[config.mk]
export PLATFORM = sky130hd
export DESIGN_NAME = ahb_bus_matrix
export DESIGN_NICKNAME = d
export VERILOG_FILES = /design/src/matrix_pkg.sv /design/src/ahb_pkg.sv /design/src/ahb_bus_matrix.sv /design/src/ahb_output_arbiter.sv /design/src/ahb_addr_decoder.sv /design/src/ahb_input_stage.sv
export SDC_FILE = /design/constraint.sdc
export NUM_CORES = 1
export LEC_CHECK = 0
export BUFFER_PORTS_ARGS = -buffer_cell sky130_fd_sc_hd__clkbuf_2
export CAP_MARGIN = 40
export CORE_AREA = 2 2 162 164
export DETAILED_ROUTE_END_ITERATION = 10
export DIE_AREA = 0 0 164 166
export SYNTH_ARGS = -nofsm -noshare
export SYNTH_HDL_FRONTEND = slang
export SYNTH_SLANG_ARGS = --single-unit
[constraint.sdc]
create_clock -name hclk -period 2.55 [get_ports hclk]
set_input_delay 0.1275 -clock hclk [delete_from_list [all_inputs] [get_ports hclk]]
set_output_delay 0.1275 -clock hclk [all_outputs]
set_load 0.02 [all_outputs]
[src/matrix_pkg.sv]
package matrix_pkg;

    localparam int NUM_MASTERS = 2;

    typedef logic [0:0] master_idx_t;

    // One bit per slave, all zero means no slave is mapped
    typedef logic [1:0] slave_sel_t;

    typedef enum logic [1:0] {
        ARB_IDLE = 2'b00,
        ARB_OWN  = 2'b01,
        ARB_DATA = 2'b10
    } arb_state_t;

endpackage

[src/ahb_pkg.sv]
package ahb_pkg;

    // Address and data buses
    typedef logic [31:0] haddr_t;
    typedef logic [31:0] hdata_t;

    // Transfer size, byte to word
    typedef logic [2:0] hsize_t;

    typedef enum logic [1:0] {
        IDLE   = 2'b00,
        BUSY   = 2'b01,
        NONSEQ = 2'b10,
        SEQ    = 2'b11
    } htrans_t;

    // AHB-lite only needs the low bit of the full response
    typedef enum logic {
        OKAY  = 1'b0,
        ERROR = 1'b1
    } hresp_t;

endpackage
[src/ahb_bus_matrix.sv]
module ahb_bus_matrix #(
    parameter ahb_pkg::haddr_t S0_BASE    = 32'h0000_0000,
    parameter ahb_pkg::haddr_t S1_BASE    = 32'h2000_0000,
    parameter ahb_pkg::haddr_t SLAVE_MASK = 32'hF000_0000
) (
    input  logic             hclk,
    input  logic             rst_n,

    // Master 0
    input  ahb_pkg::haddr_t  m0_haddr,
    input  ahb_pkg::htrans_t m0_htrans,
    input  logic             m0_hwrite,
    input  ahb_pkg::hsize_t  m0_hsize,
    input  ahb_pkg::hdata_t  m0_hwdata,
    output ahb_pkg::hdata_t  m0_hrdata,
    output logic             m0_hready,
    output ahb_pkg::hresp_t  m0_hresp,

    // Master 1
    input  ahb_pkg::haddr_t  m1_haddr,
    input  ahb_pkg::htrans_t m1_htrans,
    input  logic             m1_hwrite,
    input  ahb_pkg::hsize_t  m1_hsize,
    input  ahb_pkg::hdata_t  m1_hwdata,
    output ahb_pkg::hdata_t  m1_hrdata,
    output logic             m1_hready,
    output ahb_pkg::hresp_t  m1_hresp,

    // Slave 0
    output logic             s0_hsel,
    output ahb_pkg::haddr_t  s0_haddr,
    output ahb_pkg::htrans_t s0_htrans,
    output logic             s0_hwrite,
    output ahb_pkg::hsize_t  s0_hsize,
    output ahb_pkg::hdata_t  s0_hwdata,
    output logic             s0_hready,
    input  ahb_pkg::hdata_t  s0_hrdata,
    input  logic             s0_hreadyout,
    input  ahb_pkg::hresp_t  s0_hresp,

    // Slave 1
    output logic             s1_hsel,
    output ahb_pkg::haddr_t  s1_haddr,
    output ahb_pkg::htrans_t s1_htrans,
    output logic             s1_hwrite,
    output ahb_pkg::hsize_t  s1_hsize,
    output ahb_pkg::hdata_t  s1_hwdata,
    output logic             s1_hready,
    input  ahb_pkg::hdata_t  s1_hrdata,
    input  logic             s1_hreadyout,
    input  ahb_pkg::hresp_t  s1_hresp
);

    ahb_pkg::haddr_t        req_addr [matrix_pkg::NUM_MASTERS];
    ahb_pkg::htrans_t       req_trans [matrix_pkg::NUM_MASTERS];
    logic                   req_write [matrix_pkg::NUM_MASTERS];
    ahb_pkg::hsize_t        req_size [matrix_pkg::NUM_MASTERS];
    logic                   req_held [matrix_pkg::NUM_MASTERS];
    logic                   req_done [matrix_pkg::NUM_MASTERS];
    matrix_pkg::slave_sel_t req_sel [matrix_pkg::NUM_MASTERS];
    matrix_pkg::slave_sel_t granted [matrix_pkg::NUM_MASTERS];
    ahb_pkg::hdata_t        m_hwdata [2];
    logic                   sel_s0 [matrix_pkg::NUM_MASTERS];
    logic                   sel_s1 [matrix_pkg::NUM_MASTERS];
    logic                   grant_s0 [matrix_pkg::NUM_MASTERS];
    logic                   grant_s1 [matrix_pkg::NUM_MASTERS];
    logic                   s_hready [2];
    ahb_pkg::hresp_t        s_hresp [2];
    ahb_pkg::hdata_t        s_hrdata [2];

    assign m_hwdata[0] = m0_hwdata;
    assign m_hwdata[1] = m1_hwdata;
    assign s_hready[0] = s0_hready;
    assign s_hready[1] = s1_hready;
    assign s_hresp[0]  = s0_hresp;
    assign s_hresp[1]  = s1_hresp;
    assign s_hrdata[0] = s0_hrdata;
    assign s_hrdata[1] = s1_hrdata;

    // Cross the per-master selects into per-slave requests
    assign sel_s0[0]  = req_sel[0][0];
    assign sel_s0[1]  = req_sel[1][0];
    assign sel_s1[0]  = req_sel[0][1];
    assign sel_s1[1]  = req_sel[1][1];
    assign granted[0] = {grant_s1[0], grant_s0[0]};
    assign granted[1] = {grant_s1[1], grant_s0[1]};

    ahb_input_stage in_m0_i (
        .hclk      (hclk),
        .rst_n     (rst_n),
        .haddr     (m0_haddr),
        .htrans    (m0_htrans),
        .hwrite    (m0_hwrite),
        .hsize     (m0_hsize),
        .hready    (m0_hready),
        .req_addr  (req_addr[0]),
        .req_trans (req_trans[0]),
        .req_write (req_write[0]),
        .req_size  (req_size[0]),
        .req_held  (req_held[0]),
        .req_done  (req_done[0])
    );

    ahb_input_stage in_m1_i (
        .hclk      (hclk),
        .rst_n     (rst_n),
        .haddr     (m1_haddr),
        .htrans    (m1_htrans),
        .hwrite    (m1_hwrite),
        .hsize     (m1_hsize),
        .hready    (m1_hready),
        .req_addr  (req_addr[1]),
        .req_trans (req_trans[1]),
        .req_write (req_write[1]),
        .req_size  (req_size[1]),
        .req_held  (req_held[1]),
        .req_done  (req_done[1])
    );

    ahb_addr_decoder #(
        .S0_BASE    (S0_BASE),
        .S1_BASE    (S1_BASE),
        .SLAVE_MASK (SLAVE_MASK)
    ) dec_m0_i (
        .hclk        (hclk),
        .rst_n       (rst_n),
        .req_addr    (req_addr[0]),
        .req_trans   (req_trans[0]),
        .req_held    (req_held[0]),
        .req_sel     (req_sel[0]),
        .granted     (granted[0]),
        .s_hreadyout (s_hready),
        .s_hresp     (s_hresp),
        .s_hrdata    (s_hrdata),
        .req_done    (req_done[0]),
        .hready      (m0_hready),
        .hresp       (m0_hresp),
        .hrdata      (m0_hrdata)
    );

    ahb_addr_decoder #(
        .S0_BASE    (S0_BASE),
        .S1_BASE    (S1_BASE),
        .SLAVE_MASK (SLAVE_MASK)
    ) dec_m1_i (
        .hclk        (hclk),
        .rst_n       (rst_n),
        .req_addr    (req_addr[1]),
        .req_trans   (req_trans[1]),
        .req_held    (req_held[1]),
        .req_sel     (req_sel[1]),
        .granted     (granted[1]),
        .s_hreadyout (s_hready),
        .s_hresp     (s_hresp),
        .s_hrdata    (s_hrdata),
        .req_done    (req_done[1]),
        .hready      (m1_hready),
        .hresp       (m1_hresp),
        .hrdata      (m1_hrdata)
    );

    ahb_output_arbiter arb_s0_i (
        .hclk      (hclk),
        .rst_n     (rst_n),
        .sel       (sel_s0),
        .req_trans (req_trans),
        .req_addr  (req_addr),
        .req_write (req_write),
        .req_size  (req_size),
        .m_hwdata  (m_hwdata),
        .hreadyout (s0_hreadyout),
        .grant     (grant_s0),
        .hsel      (s0_hsel),
        .haddr     (s0_haddr),
        .htrans    (s0_htrans),
        .hwrite    (s0_hwrite),
        .hsize     (s0_hsize),
        .hwdata    (s0_hwdata),
        .hready    (s0_hready)
    );

    ahb_output_arbiter arb_s1_i (
        .hclk      (hclk),
        .rst_n     (rst_n),
        .sel       (sel_s1),
        .req_trans (req_trans),
        .req_addr  (req_addr),
        .req_write (req_write),
        .req_size  (req_size),
        .m_hwdata  (m_hwdata),
        .hreadyout (s1_hreadyout),
        .grant     (grant_s1),
        .hsel      (s1_hsel),
        .haddr     (s1_haddr),
        .htrans    (s1_htrans),
        .hwrite    (s1_hwrite),
        .hsize     (s1_hsize),
        .hwdata    (s1_hwdata),
        .hready    (s1_hready)
    );

endmodule

[src/ahb_output_arbiter.sv]
module ahb_output_arbiter (
    input  logic             hclk,
    input  logic             rst_n,
    input  logic             sel [matrix_pkg::NUM_MASTERS],
    input  ahb_pkg::htrans_t req_trans [matrix_pkg::NUM_MASTERS],
    input  ahb_pkg::haddr_t  req_addr [matrix_pkg::NUM_MASTERS],
    input  logic             req_write [matrix_pkg::NUM_MASTERS],
    input  ahb_pkg::hsize_t  req_size [matrix_pkg::NUM_MASTERS],
    input  ahb_pkg::hdata_t  m_hwdata [2],
    input  logic             hreadyout,
    output logic             grant [matrix_pkg::NUM_MASTERS],
    output logic             hsel,
    output ahb_pkg::haddr_t  haddr,
    output ahb_pkg::htrans_t htrans,
    output logic             hwrite,
    output ahb_pkg::hsize_t  hsize,
    output ahb_pkg::hdata_t  hwdata,
    output logic             hready
);

    matrix_pkg::arb_state_t  state_q;
    matrix_pkg::master_idx_t owner_q;
    matrix_pkg::master_idx_t win;
    matrix_pkg::master_idx_t gidx;
    logic                    any_req;
    logic                    owner_seq;
    logic                    hold;

    // Lowest index wins
    always_comb begin
        win     = '0;
        any_req = 1'b0;
        for (int i = matrix_pkg::NUM_MASTERS - 1; i >= 0; i--) begin
            if (sel[i]) begin
                win     = matrix_pkg::master_idx_t'(i);
                any_req = 1'b1;
            end
        end
    end

    assign owner_seq = req_trans[owner_q] == ahb_pkg::SEQ ||
                       req_trans[owner_q] == ahb_pkg::BUSY;
    assign hold      = (state_q == matrix_pkg::ARB_OWN) && owner_seq;
    assign gidx      = hold ? owner_q : win;

    always_comb begin
        for (int i = 0; i < matrix_pkg::NUM_MASTERS; i++) begin
            grant[i] = (hold || any_req) && (gidx == matrix_pkg::master_idx_t'(i));
        end
    end

    assign hsel   = (hold || any_req) && sel[gidx];
    assign haddr  = req_addr[gidx];
    assign htrans = hsel ? req_trans[gidx] : ahb_pkg::IDLE;
    assign hwrite = req_write[gidx];
    assign hsize  = req_size[gidx];
    assign hready = hreadyout;

    // Write data follows the data phase, not the address phase
    assign hwdata = (state_q == matrix_pkg::ARB_IDLE) ? '0 : m_hwdata[owner_q];

    always_ff @(posedge hclk) begin
        if (!rst_n) begin
            state_q <= matrix_pkg::ARB_IDLE;
            owner_q <= '0;
        end else if (hreadyout) begin
            if (hsel) begin
                state_q <= matrix_pkg::ARB_OWN;
                owner_q <= gidx;
            end else if (hold) begin
                state_q <= matrix_pkg::ARB_OWN;
            end else begin
                state_q <= matrix_pkg::ARB_IDLE;
            end
        end else if (state_q == matrix_pkg::ARB_OWN && !owner_seq) begin
            // Burst over, only the stalled data phase remains
            state_q <= matrix_pkg::ARB_DATA;
        end
    end

    grant_onehot_a: assert property (@(posedge hclk) disable iff (!rst_n)
        $onehot0({grant[1], grant[0]}));

    // Slave sees SEQ only from the master that owns the burst
    seq_owner_a: assert property (@(posedge hclk) disable iff (!rst_n)
        hsel && htrans == ahb_pkg::SEQ |-> state_q == matrix_pkg::ARB_OWN);

endmodule

[src/ahb_addr_decoder.sv]
module ahb_addr_decoder #(
    parameter ahb_pkg::haddr_t S0_BASE    = 32'h0000_0000,
    parameter ahb_pkg::haddr_t S1_BASE    = 32'h2000_0000,
    parameter ahb_pkg::haddr_t SLAVE_MASK = 32'hF000_0000
) (
    input  logic                  hclk,
    input  logic                  rst_n,
    input  ahb_pkg::haddr_t       req_addr,
    input  ahb_pkg::htrans_t      req_trans,
    input  logic                  req_held,
    output matrix_pkg::slave_sel_t req_sel,
    input  matrix_pkg::slave_sel_t granted,
    input  logic                  s_hreadyout [2],
    input  ahb_pkg::hresp_t       s_hresp [2],
    input  ahb_pkg::hdata_t       s_hrdata [2],
    output logic                  req_done,
    output logic                  hready,
    output ahb_pkg::hresp_t       hresp,
    output ahb_pkg::hdata_t       hrdata
);

    matrix_pkg::slave_sel_t decoded;
    matrix_pkg::slave_sel_t dp_sel_q;
    matrix_pkg::slave_sel_t accept;
    logic                   dp_unmapped_q;
    logic                   err_second_q;
    logic                   dp_ready;
    logic                   req_valid;

    always_comb begin
        decoded = '0;
        if ((req_addr & SLAVE_MASK) == S0_BASE) begin
            decoded[0] = 1'b1;
        end else if ((req_addr & SLAVE_MASK) == S1_BASE) begin
            decoded[1] = 1'b1;
        end
    end

    // A live request only counts once the master's previous data phase is done
    assign req_valid = (req_held || dp_ready) &&
                       (req_trans == ahb_pkg::NONSEQ || req_trans == ahb_pkg::SEQ);
    assign req_sel   = req_valid ? decoded : '0;

    assign accept[0] = granted[0] && s_hreadyout[0];
    assign accept[1] = granted[1] && s_hreadyout[1];

    // Unmapped requests go to the default slave
    assign req_done = req_valid && ((decoded == '0) ? dp_ready : |(req_sel & accept));

    always_comb begin
        dp_ready = 1'b1;
        hresp    = ahb_pkg::OKAY;
        hrdata   = '0;
        if (dp_sel_q[0]) begin
            dp_ready = s_hreadyout[0];
            hresp    = s_hresp[0];
            hrdata   = s_hrdata[0];
        end else if (dp_sel_q[1]) begin
            dp_ready = s_hreadyout[1];
            hresp    = s_hresp[1];
            hrdata   = s_hrdata[1];
        end else if (dp_unmapped_q) begin
            // Two-cycle ERROR
            dp_ready = err_second_q;
            hresp    = ahb_pkg::ERROR;
        end
    end

    assign hready = dp_ready && !req_held;

    always_ff @(posedge hclk) begin
        if (!rst_n) begin
            dp_sel_q      <= '0;
            dp_unmapped_q <= 1'b0;
            err_second_q  <= 1'b0;
        end else if (dp_ready) begin
            dp_sel_q      <= req_done ? req_sel : '0;
            dp_unmapped_q <= req_done && (req_sel == '0);
            err_second_q  <= 1'b0;
        end else if (dp_unmapped_q) begin
            err_second_q  <= 1'b1;
        end
    end

endmodule

[src/ahb_input_stage.sv]
module ahb_input_stage (
    input  logic             hclk,
    input  logic             rst_n,
    input  ahb_pkg::haddr_t  haddr,
    input  ahb_pkg::htrans_t htrans,
    input  logic             hwrite,
    input  ahb_pkg::hsize_t  hsize,
    input  logic             hready,
    output ahb_pkg::haddr_t  req_addr,
    output ahb_pkg::htrans_t req_trans,
    output logic             req_write,
    output ahb_pkg::hsize_t  req_size,
    output logic             req_held,
    input  logic             req_done
);

    logic             held_q;
    ahb_pkg::haddr_t  addr_q;
    ahb_pkg::htrans_t trans_q;
    logic             write_q;
    ahb_pkg::hsize_t  size_q;
    logic             live_active;

    // Address phase on the master bus completes this cycle
    assign live_active = hready &&
                         (htrans == ahb_pkg::NONSEQ || htrans == ahb_pkg::SEQ);

    always_ff @(posedge hclk) begin
        if (!rst_n) begin
            held_q <= 1'b0;
        end else if (held_q) begin
            if (req_done) begin
                held_q <= 1'b0;
            end
        end else if (live_active && !req_done) begin
            held_q <= 1'b1;
        end
    end

    // Payload copy, only meaningful while held_q is set
    always_ff @(posedge hclk) begin
        if (!held_q && live_active) begin
            addr_q  <= haddr;
            trans_q <= htrans;
            write_q <= hwrite;
            size_q  <= hsize;
        end
    end

    // Granted transfers pass straight through
    assign req_addr  = held_q ? addr_q  : haddr;
    assign req_trans = held_q ? trans_q : htrans;
    assign req_write = held_q ? write_q : hwrite;
    assign req_size  = held_q ? size_q  : hsize;
    assign req_held  = held_q;

    // Held request must not move until a slave takes it
    held_stable_a: assert property (@(posedge hclk) disable iff (!rst_n)
        held_q && !req_done |=> held_q && req_addr == $past(req_addr) &&
                                req_trans == $past(req_trans));

    // Master stays stalled while its request waits for a grant
    held_stall_a: assert property (@(posedge hclk) disable iff (!rst_n)
        held_q |-> !hready);

endmodule

Word-level counts from Yosys, hierarchy flattened
Index checks and enable logic that the tools add are counted.

Logic and storage cells: 213. RAM bits: 0. Input bits: 210. Memories kept: 0. Latch bits: 0. Memory bits (read-only): 0. Output and inout port bits: 212. Register bits after elaboration: 92.

Shifts and indexed selects: 0. Reductions and logical operators: 60. $lt $le $gt $ge: 4. Divide/modulo/power cells: 0. Multiplexer cells: 104. $mul: 0. Eq/ne operators: 16. $add $sub $neg: 0. Bitwise gates (word level): 9.

Operators with widths (number): $mux W32 (20); $logic_not A32 Y1 (2); $mux W2 (26); $mux W1 (50); $logic_and A1 B1 Y1 (28); $mux W3 (8); $eq A2 B2 Y1 const B (10); $logic_not A2 Y1 (6); $logic_or A1 B1 Y1 (10); $eq A2 B1 Y1 const B (4); $eq A4 B2 Y1 const B (2); $ge A2 B2 Y1 const B (4); $not A1 Y2 (4); $reduce_or A2 Y1 (4); $logic_not A1 Y1 (6); $and A2 B2 Y2 (2); $reduce_and A2 Y1 (2); $reduce_bool A2 Y1 (2); $not A1 Y1 (3).

Longest topological paths before layout
Depth in word-level cells: 20. Depth in mapped cells: 8. Mapped depth without buffers: 6.

Cells and area by module
Synthesis repeated with hierarchy kept, for this count alone.

Cell total of the unflattened synthesis: 606. Area total of the unflattened synthesis: 6946.7 um^2.

By module, submodules not included: ahb_input_stage (cells an instance 84, times used 2, sequential area each 1161.1 um^2, area each 1660.3 um^2); ahb_output_arbiter (cells an instance 143, times used 2, sequential area each 60.1 um^2, area each 1196.1 um^2); ahb_addr_decoder (cells an instance 76, times used 2, sequential area each 80.1 um^2, area each 616.8 um^2).

Worst setup path before layout
OpenSTA, ideal clock, no wires.

Path kind: register -> register. Start: register dec_m1_i.dp_unmapped_q. End: register in_m1_i.addr_q[0], enable pin. Clock period less this slack: 2987 ps. Cell stages (with the launch flop): 6. Required time: 2151 ps. Path slack: -437 ps. Library setup time: 399 ps. Data arrival time: 2588 ps. Buffers on the path: 0. Path through: dfxtp_1 nor3b_1 o31ai_1 inv_1 nor2_1 and2_1.

Cells in the longest elaborated chain, start to end: 6.

RTL lines: start, declared (line ahb_addr_decoder.sv:25) `logic dp_unmapped_q;`; start signal, assigned (line ahb_addr_decoder.sv:78) `dp_unmapped_q <= req_done && (req_sel == '0);`; $mux W1 (line ahb_addr_decoder.sv:62) `end else if (dp_unmapped_q) begin`; $mux W1 (line ahb_addr_decoder.sv:58) `end else if (dp_sel_q[1]) begin`; $mux W1 (line ahb_addr_decoder.sv:54) `if (dp_sel_q[0]) begin`; $logic_and A1 B1 Y1 (line ahb_addr_decoder.sv:69) `assign hready = dp_ready && !req_held;`; named net m1_hready (line ahb_bus_matrix.sv:26) `output logic m1_hready,`; $logic_and A1 B1 Y1 (line ahb_input_stage.sv:25) `assign live_active = hready &&`; $logic_and A1 B1 Y1 (line ahb_input_stage.sv:42) `if (!held_q && live_active) begin`; end signal, assigned (line ahb_input_stage.sv:43) `addr_q <= haddr;`; end, declared (line ahb_input_stage.sv:18) `ahb_pkg::haddr_t addr_q;`.

The timed path passes the listed nets, and every way through them passes these cells. A chain may end at the register's enable or synchronous reset.

Worst setup path after layout
Start: register in_m1_i.addr_q[31]. End: output port s0_haddr[9].

Cells in the longest elaborated chain, start to end: 11.

RTL lines: $mux W32 (line ahb_input_stage.sv:51) `assign req_addr = held_q ? addr_q : haddr;`; $logic_not A32 Y1 (line ahb_addr_decoder.sv:32) `if ((req_addr & SLAVE_MASK) == S0_BASE) begin`; $mux W1 (line ahb_addr_decoder.sv:32); $mux W2 (line ahb_addr_decoder.sv:42) `assign req_sel = req_valid ? decoded : '0;`; $mux W1 (2 in series) (line ahb_output_arbiter.sv:34) `if (sel[i]) begin`; $mux W1 (line ahb_output_arbiter.sv:44) `assign gidx = hold ? owner_q : win;`; $not A1 Y2 (not written as such) (line ahb_output_arbiter.sv:53) `assign haddr = req_addr[gidx];`; $mux W32 (not written as such) (3 in series) (line ahb_output_arbiter.sv:53); end, declared (line ahb_bus_matrix.sv:31) `output ahb_pkg::haddr_t s0_haddr,`.

No other way between the ends. The select of a mux whose other input is x is not followed.

==> results.tsv <==
metric	value	unit
net switching power	0.001327	W
Avg Cell Area, Syn	10.95	um2
RSZ-0062 raised after global routing	yes	
hold crit path type	in2reg	
Die Height	166	um
clk_skew	9.667	ps
register area share after synthesis	0.3909	
post-synthesis xor/xnor area fraction	0	
Worst Path Arrival	2720	ps
Post-synth ARST share	0	
Synth Area in Adders	0	
Fillers	2434	
largest family of logic cells by synthesized area	multiplexers	
drt pass-1 iters	4	
gr usage total	0.1748	
top cells by instance count after synthesis	217 x mux2i_1, 76 x edfxtp_1, 71 x nor2_1	
fraction of layout cells with a size suffix above 1	0.4668	
Worst-Margin Slew	604.1	ps
Clock Path Buffers	2	
post-synth top area share	0.3428	
Final setup viols	74	
Sink Count	92	
Power Dens Cells	401.5	nW/um2
DR iter-0 viols	348	
die area	27220	um2
Yosys reg bits	92	
initial antenna violation count	2	
Routed WL	25.79	mm
synth top area cells	edfxtp_1 34%, mux2i_1 33%, a22o_1 8.4%, dfxtp_1 4.8%, nor2_1 4.0%	
largest net degree at the start of global routing	36	
vias per inst	4.813	
top-count cell post-synth	mux2i_1	
number of max-cap violations	0	
internal cell power	0.002998	W
CTS tree	done	
Root Driver	clkbuf_16	
leakage	4.481	nW
Worst VDD drop	0.2952	mV
GPL Wtd Cong	0.8695	
critical path required time	2420	ps
relative slew slack	0.5972	
H-tree levels	3	
CTS buffer count	9	
final slew viol count	0	
drt drc	0	
Worst Setup End Kind	output pin	
Setup TNS	-12740	ps
I/O Pins	422	
Finished Core Util	0.4206	
Final Net Count	1319	
Period minus WS final	2843	ps
status	finished, violations left	
final hold violation count	0	
detailed-route via count	6984	
Starting Density	0.2599	
multiplexer area fraction after synthesis	0.3313	
Routed Antenna Nets	0	
row count	59	
ys flop type	edfxtp_1	
Cell Area, Synth	6658	um2
core box area	25620	um2
hpwl dp	19.09	mm
simple-gate share of the synthesized area	0.09002	
switching part of the total	0.3067	
Post-synth EDFFs	76	
clk_lat worst skew	350	ps
Seq pwr share	0.415	
critical path launch point type	register	
max frequency	0.3517	GHz
critical path class	reg2out	
area grow syn2layout	61.81	%
Comb power frac	0.294	
Tcrit/Tclk final	1.115	
WL/cell	17.77	um
critical path fanouts, max	9	
largest area contributor in the netlist	edfxtp_1	
Syn Nets	818	
post-synthesis compound-gate area fraction	0.1402	
register clock-pin slew on the reported worst setup and hold paths	70	ps
GR Overflow Total	0	
global-route wire length before repair	37.24	mm
fin worst setup slack	-293.3	ps
YS warnings	0	
DIE WIDTH	164	um
clock power share	0.291	
total power	0.004325	W
failing checks	negative setup slack	
port bufs	421	
Synth Instances	608	
Netlist cell types	48	
vias in the first global route	6786	
==> state kept, by name, indices dropped and copies added (netlist names), 2 cells and up <==
register and cells:
in_m0_i.addr_q 32, arb_s1_i.state_q 2, dec_m1_i.dp_sel_q 2, arb_s0_i.state_q 2, in_m1_i.size_q 3, dec_m0_i.dp_sel_q 2
in_m0_i.size_q 3, in_m0_i.trans_q 2, in_m1_i.trans_q 2, in_m1_i.addr_q 32
==> worst paths after layout <==
| path | start | endpoint | slack (ps) | cells past startpoint |
|---|---|---|---|---|
| setup reg to reg | in_m1_i.addr_q[31] | in_m1_i.req_held | 380 | 7 |
| setup / recovery | in_m1_i.addr_q[31] | s0_haddr[9] | -290 | 8 |
| hold reg to reg | dec_m0_i.dp_unmapped_q | dec_m0_i.dp_unmapped_q | 500 | 2 |
| hold / removal | m0_htrans[1] | in_m0_i.trans_q[1] | 30 | 1 |
==> repair_timing <==
action                     in CTS  in global routing
hold buffers                   74                  0
setup endpoints to repair      75                 77
gates cloned                    1                  3
hold endpoints to repair       74                  0
resized for setup              60                 77
pin swaps                       3                  6
buffers inserted                7                  4
==> power groups by stage <==
stage	clock (W)	combinational (W)	sequential, W
after floorplan	0	0.000592	0.00181
after global placement	0	0.00106	0.00182
after detailed placement	0	0.00107	0.00182
after CTS	0.00129	0.00122	0.00179
after global routing	0.00135	0.00136	0.00181
final	0.00126	0.00127	0.00180
==> worst max-delay path: stages (launching register included) <==
cell	delay, ps
edfxtp_1	390
or4b_4	590
a211oi_4	320
o21ai_4	120
o21ai_4	190
buf_12	150
clkbuf_16	170
mux2i_1	250
buf_4	190
==> per-layer routing <==
| layer | share of wire | track usage | vias up |
|---|---|---|---|
| met2 | 0.50 | 0.2989 | 248 |
| met3 | 0.049 | 0.03122 | 45 |
| met5 | 0 | 0 | - |
| met4 | 0.027 | 0.06140 | 0 |
| li1 | - | - | 3344 |
| met1 | 0.43 | 0.2199 | 3347 |
==> placed cells by master (no fill, tap or decap), types with 3 or more instances in the layout <==
cell type / synthesis / layout
a21boi_0: 3 / 3
a21oi_1: 9 / 9
a22o_1: 64 / 64
buf_12: 4 / 8
buf_4: 4 / 67
clkbuf_16: 0 / 12
clkbuf_2: 0 / 347
clkbuf_4: 0 / 35
dfxtp_1: 16 / 12
dfxtp_2: 0 / 3
dlygate4sd3_1: 0 / 74
edfxtp_1: 76 / 76
mux2_2: 3 / 3
mux2i_1: 217 / 211
mux2i_2: 0 / 4
nand2_1: 20 / 19
nand3_1: 4 / 4
nand3b_1: 3 / 3
nor2_1: 71 / 69
nor2b_1: 10 / 8
nor3b_1: 5 / 5
o211a_1: 3 / 3
o21a_1: 3 / 3
o21ai_0: 8 / 8
o31ai_1: 4 / 3
==> cells by family (layout without fill, tap and decap cells) <==
group / count (synthesis) / in the layout
simple gates: 127 / 127
compound gates: 114 / 114
mux: 220 / 220
other cells: 0 / 2
flops: 92 / 92
buf+inv: 55 / 561
==> per-stage QoR <==
step | worst slack, ps | cell area (um2) | hold slack, ps | instances
global placement | 92.60 | 9209 | 319.8 | 1342
floorplan | 113.7 | 6661 | 203.6 | 608
CTS | -183.1 | 10520 | 11.85 | 1442
detailed placement | 110.7 | 9239 | 321.1 | 1344
finish | -293.3 | 10770 | 32.22 | 1451
global route | -395.4 | 10770 | 35.74 | 1451
==> cell type report <==
cell class                 instances  area [um2]  area share
clock buffer                      11       232.7     0.02160
timing repair buffer             543        3596      0.3338
sequential                        92        2610      0.2423
inverter                           2       7.507   0.0006969
multi-input combinational        461        3865      0.3588
tap                              335       419.2     0.03891
antenna                            2       5.005   0.0004646
clock inverter                     5       37.54    0.003484
Power figures use the tool's default switching activity.
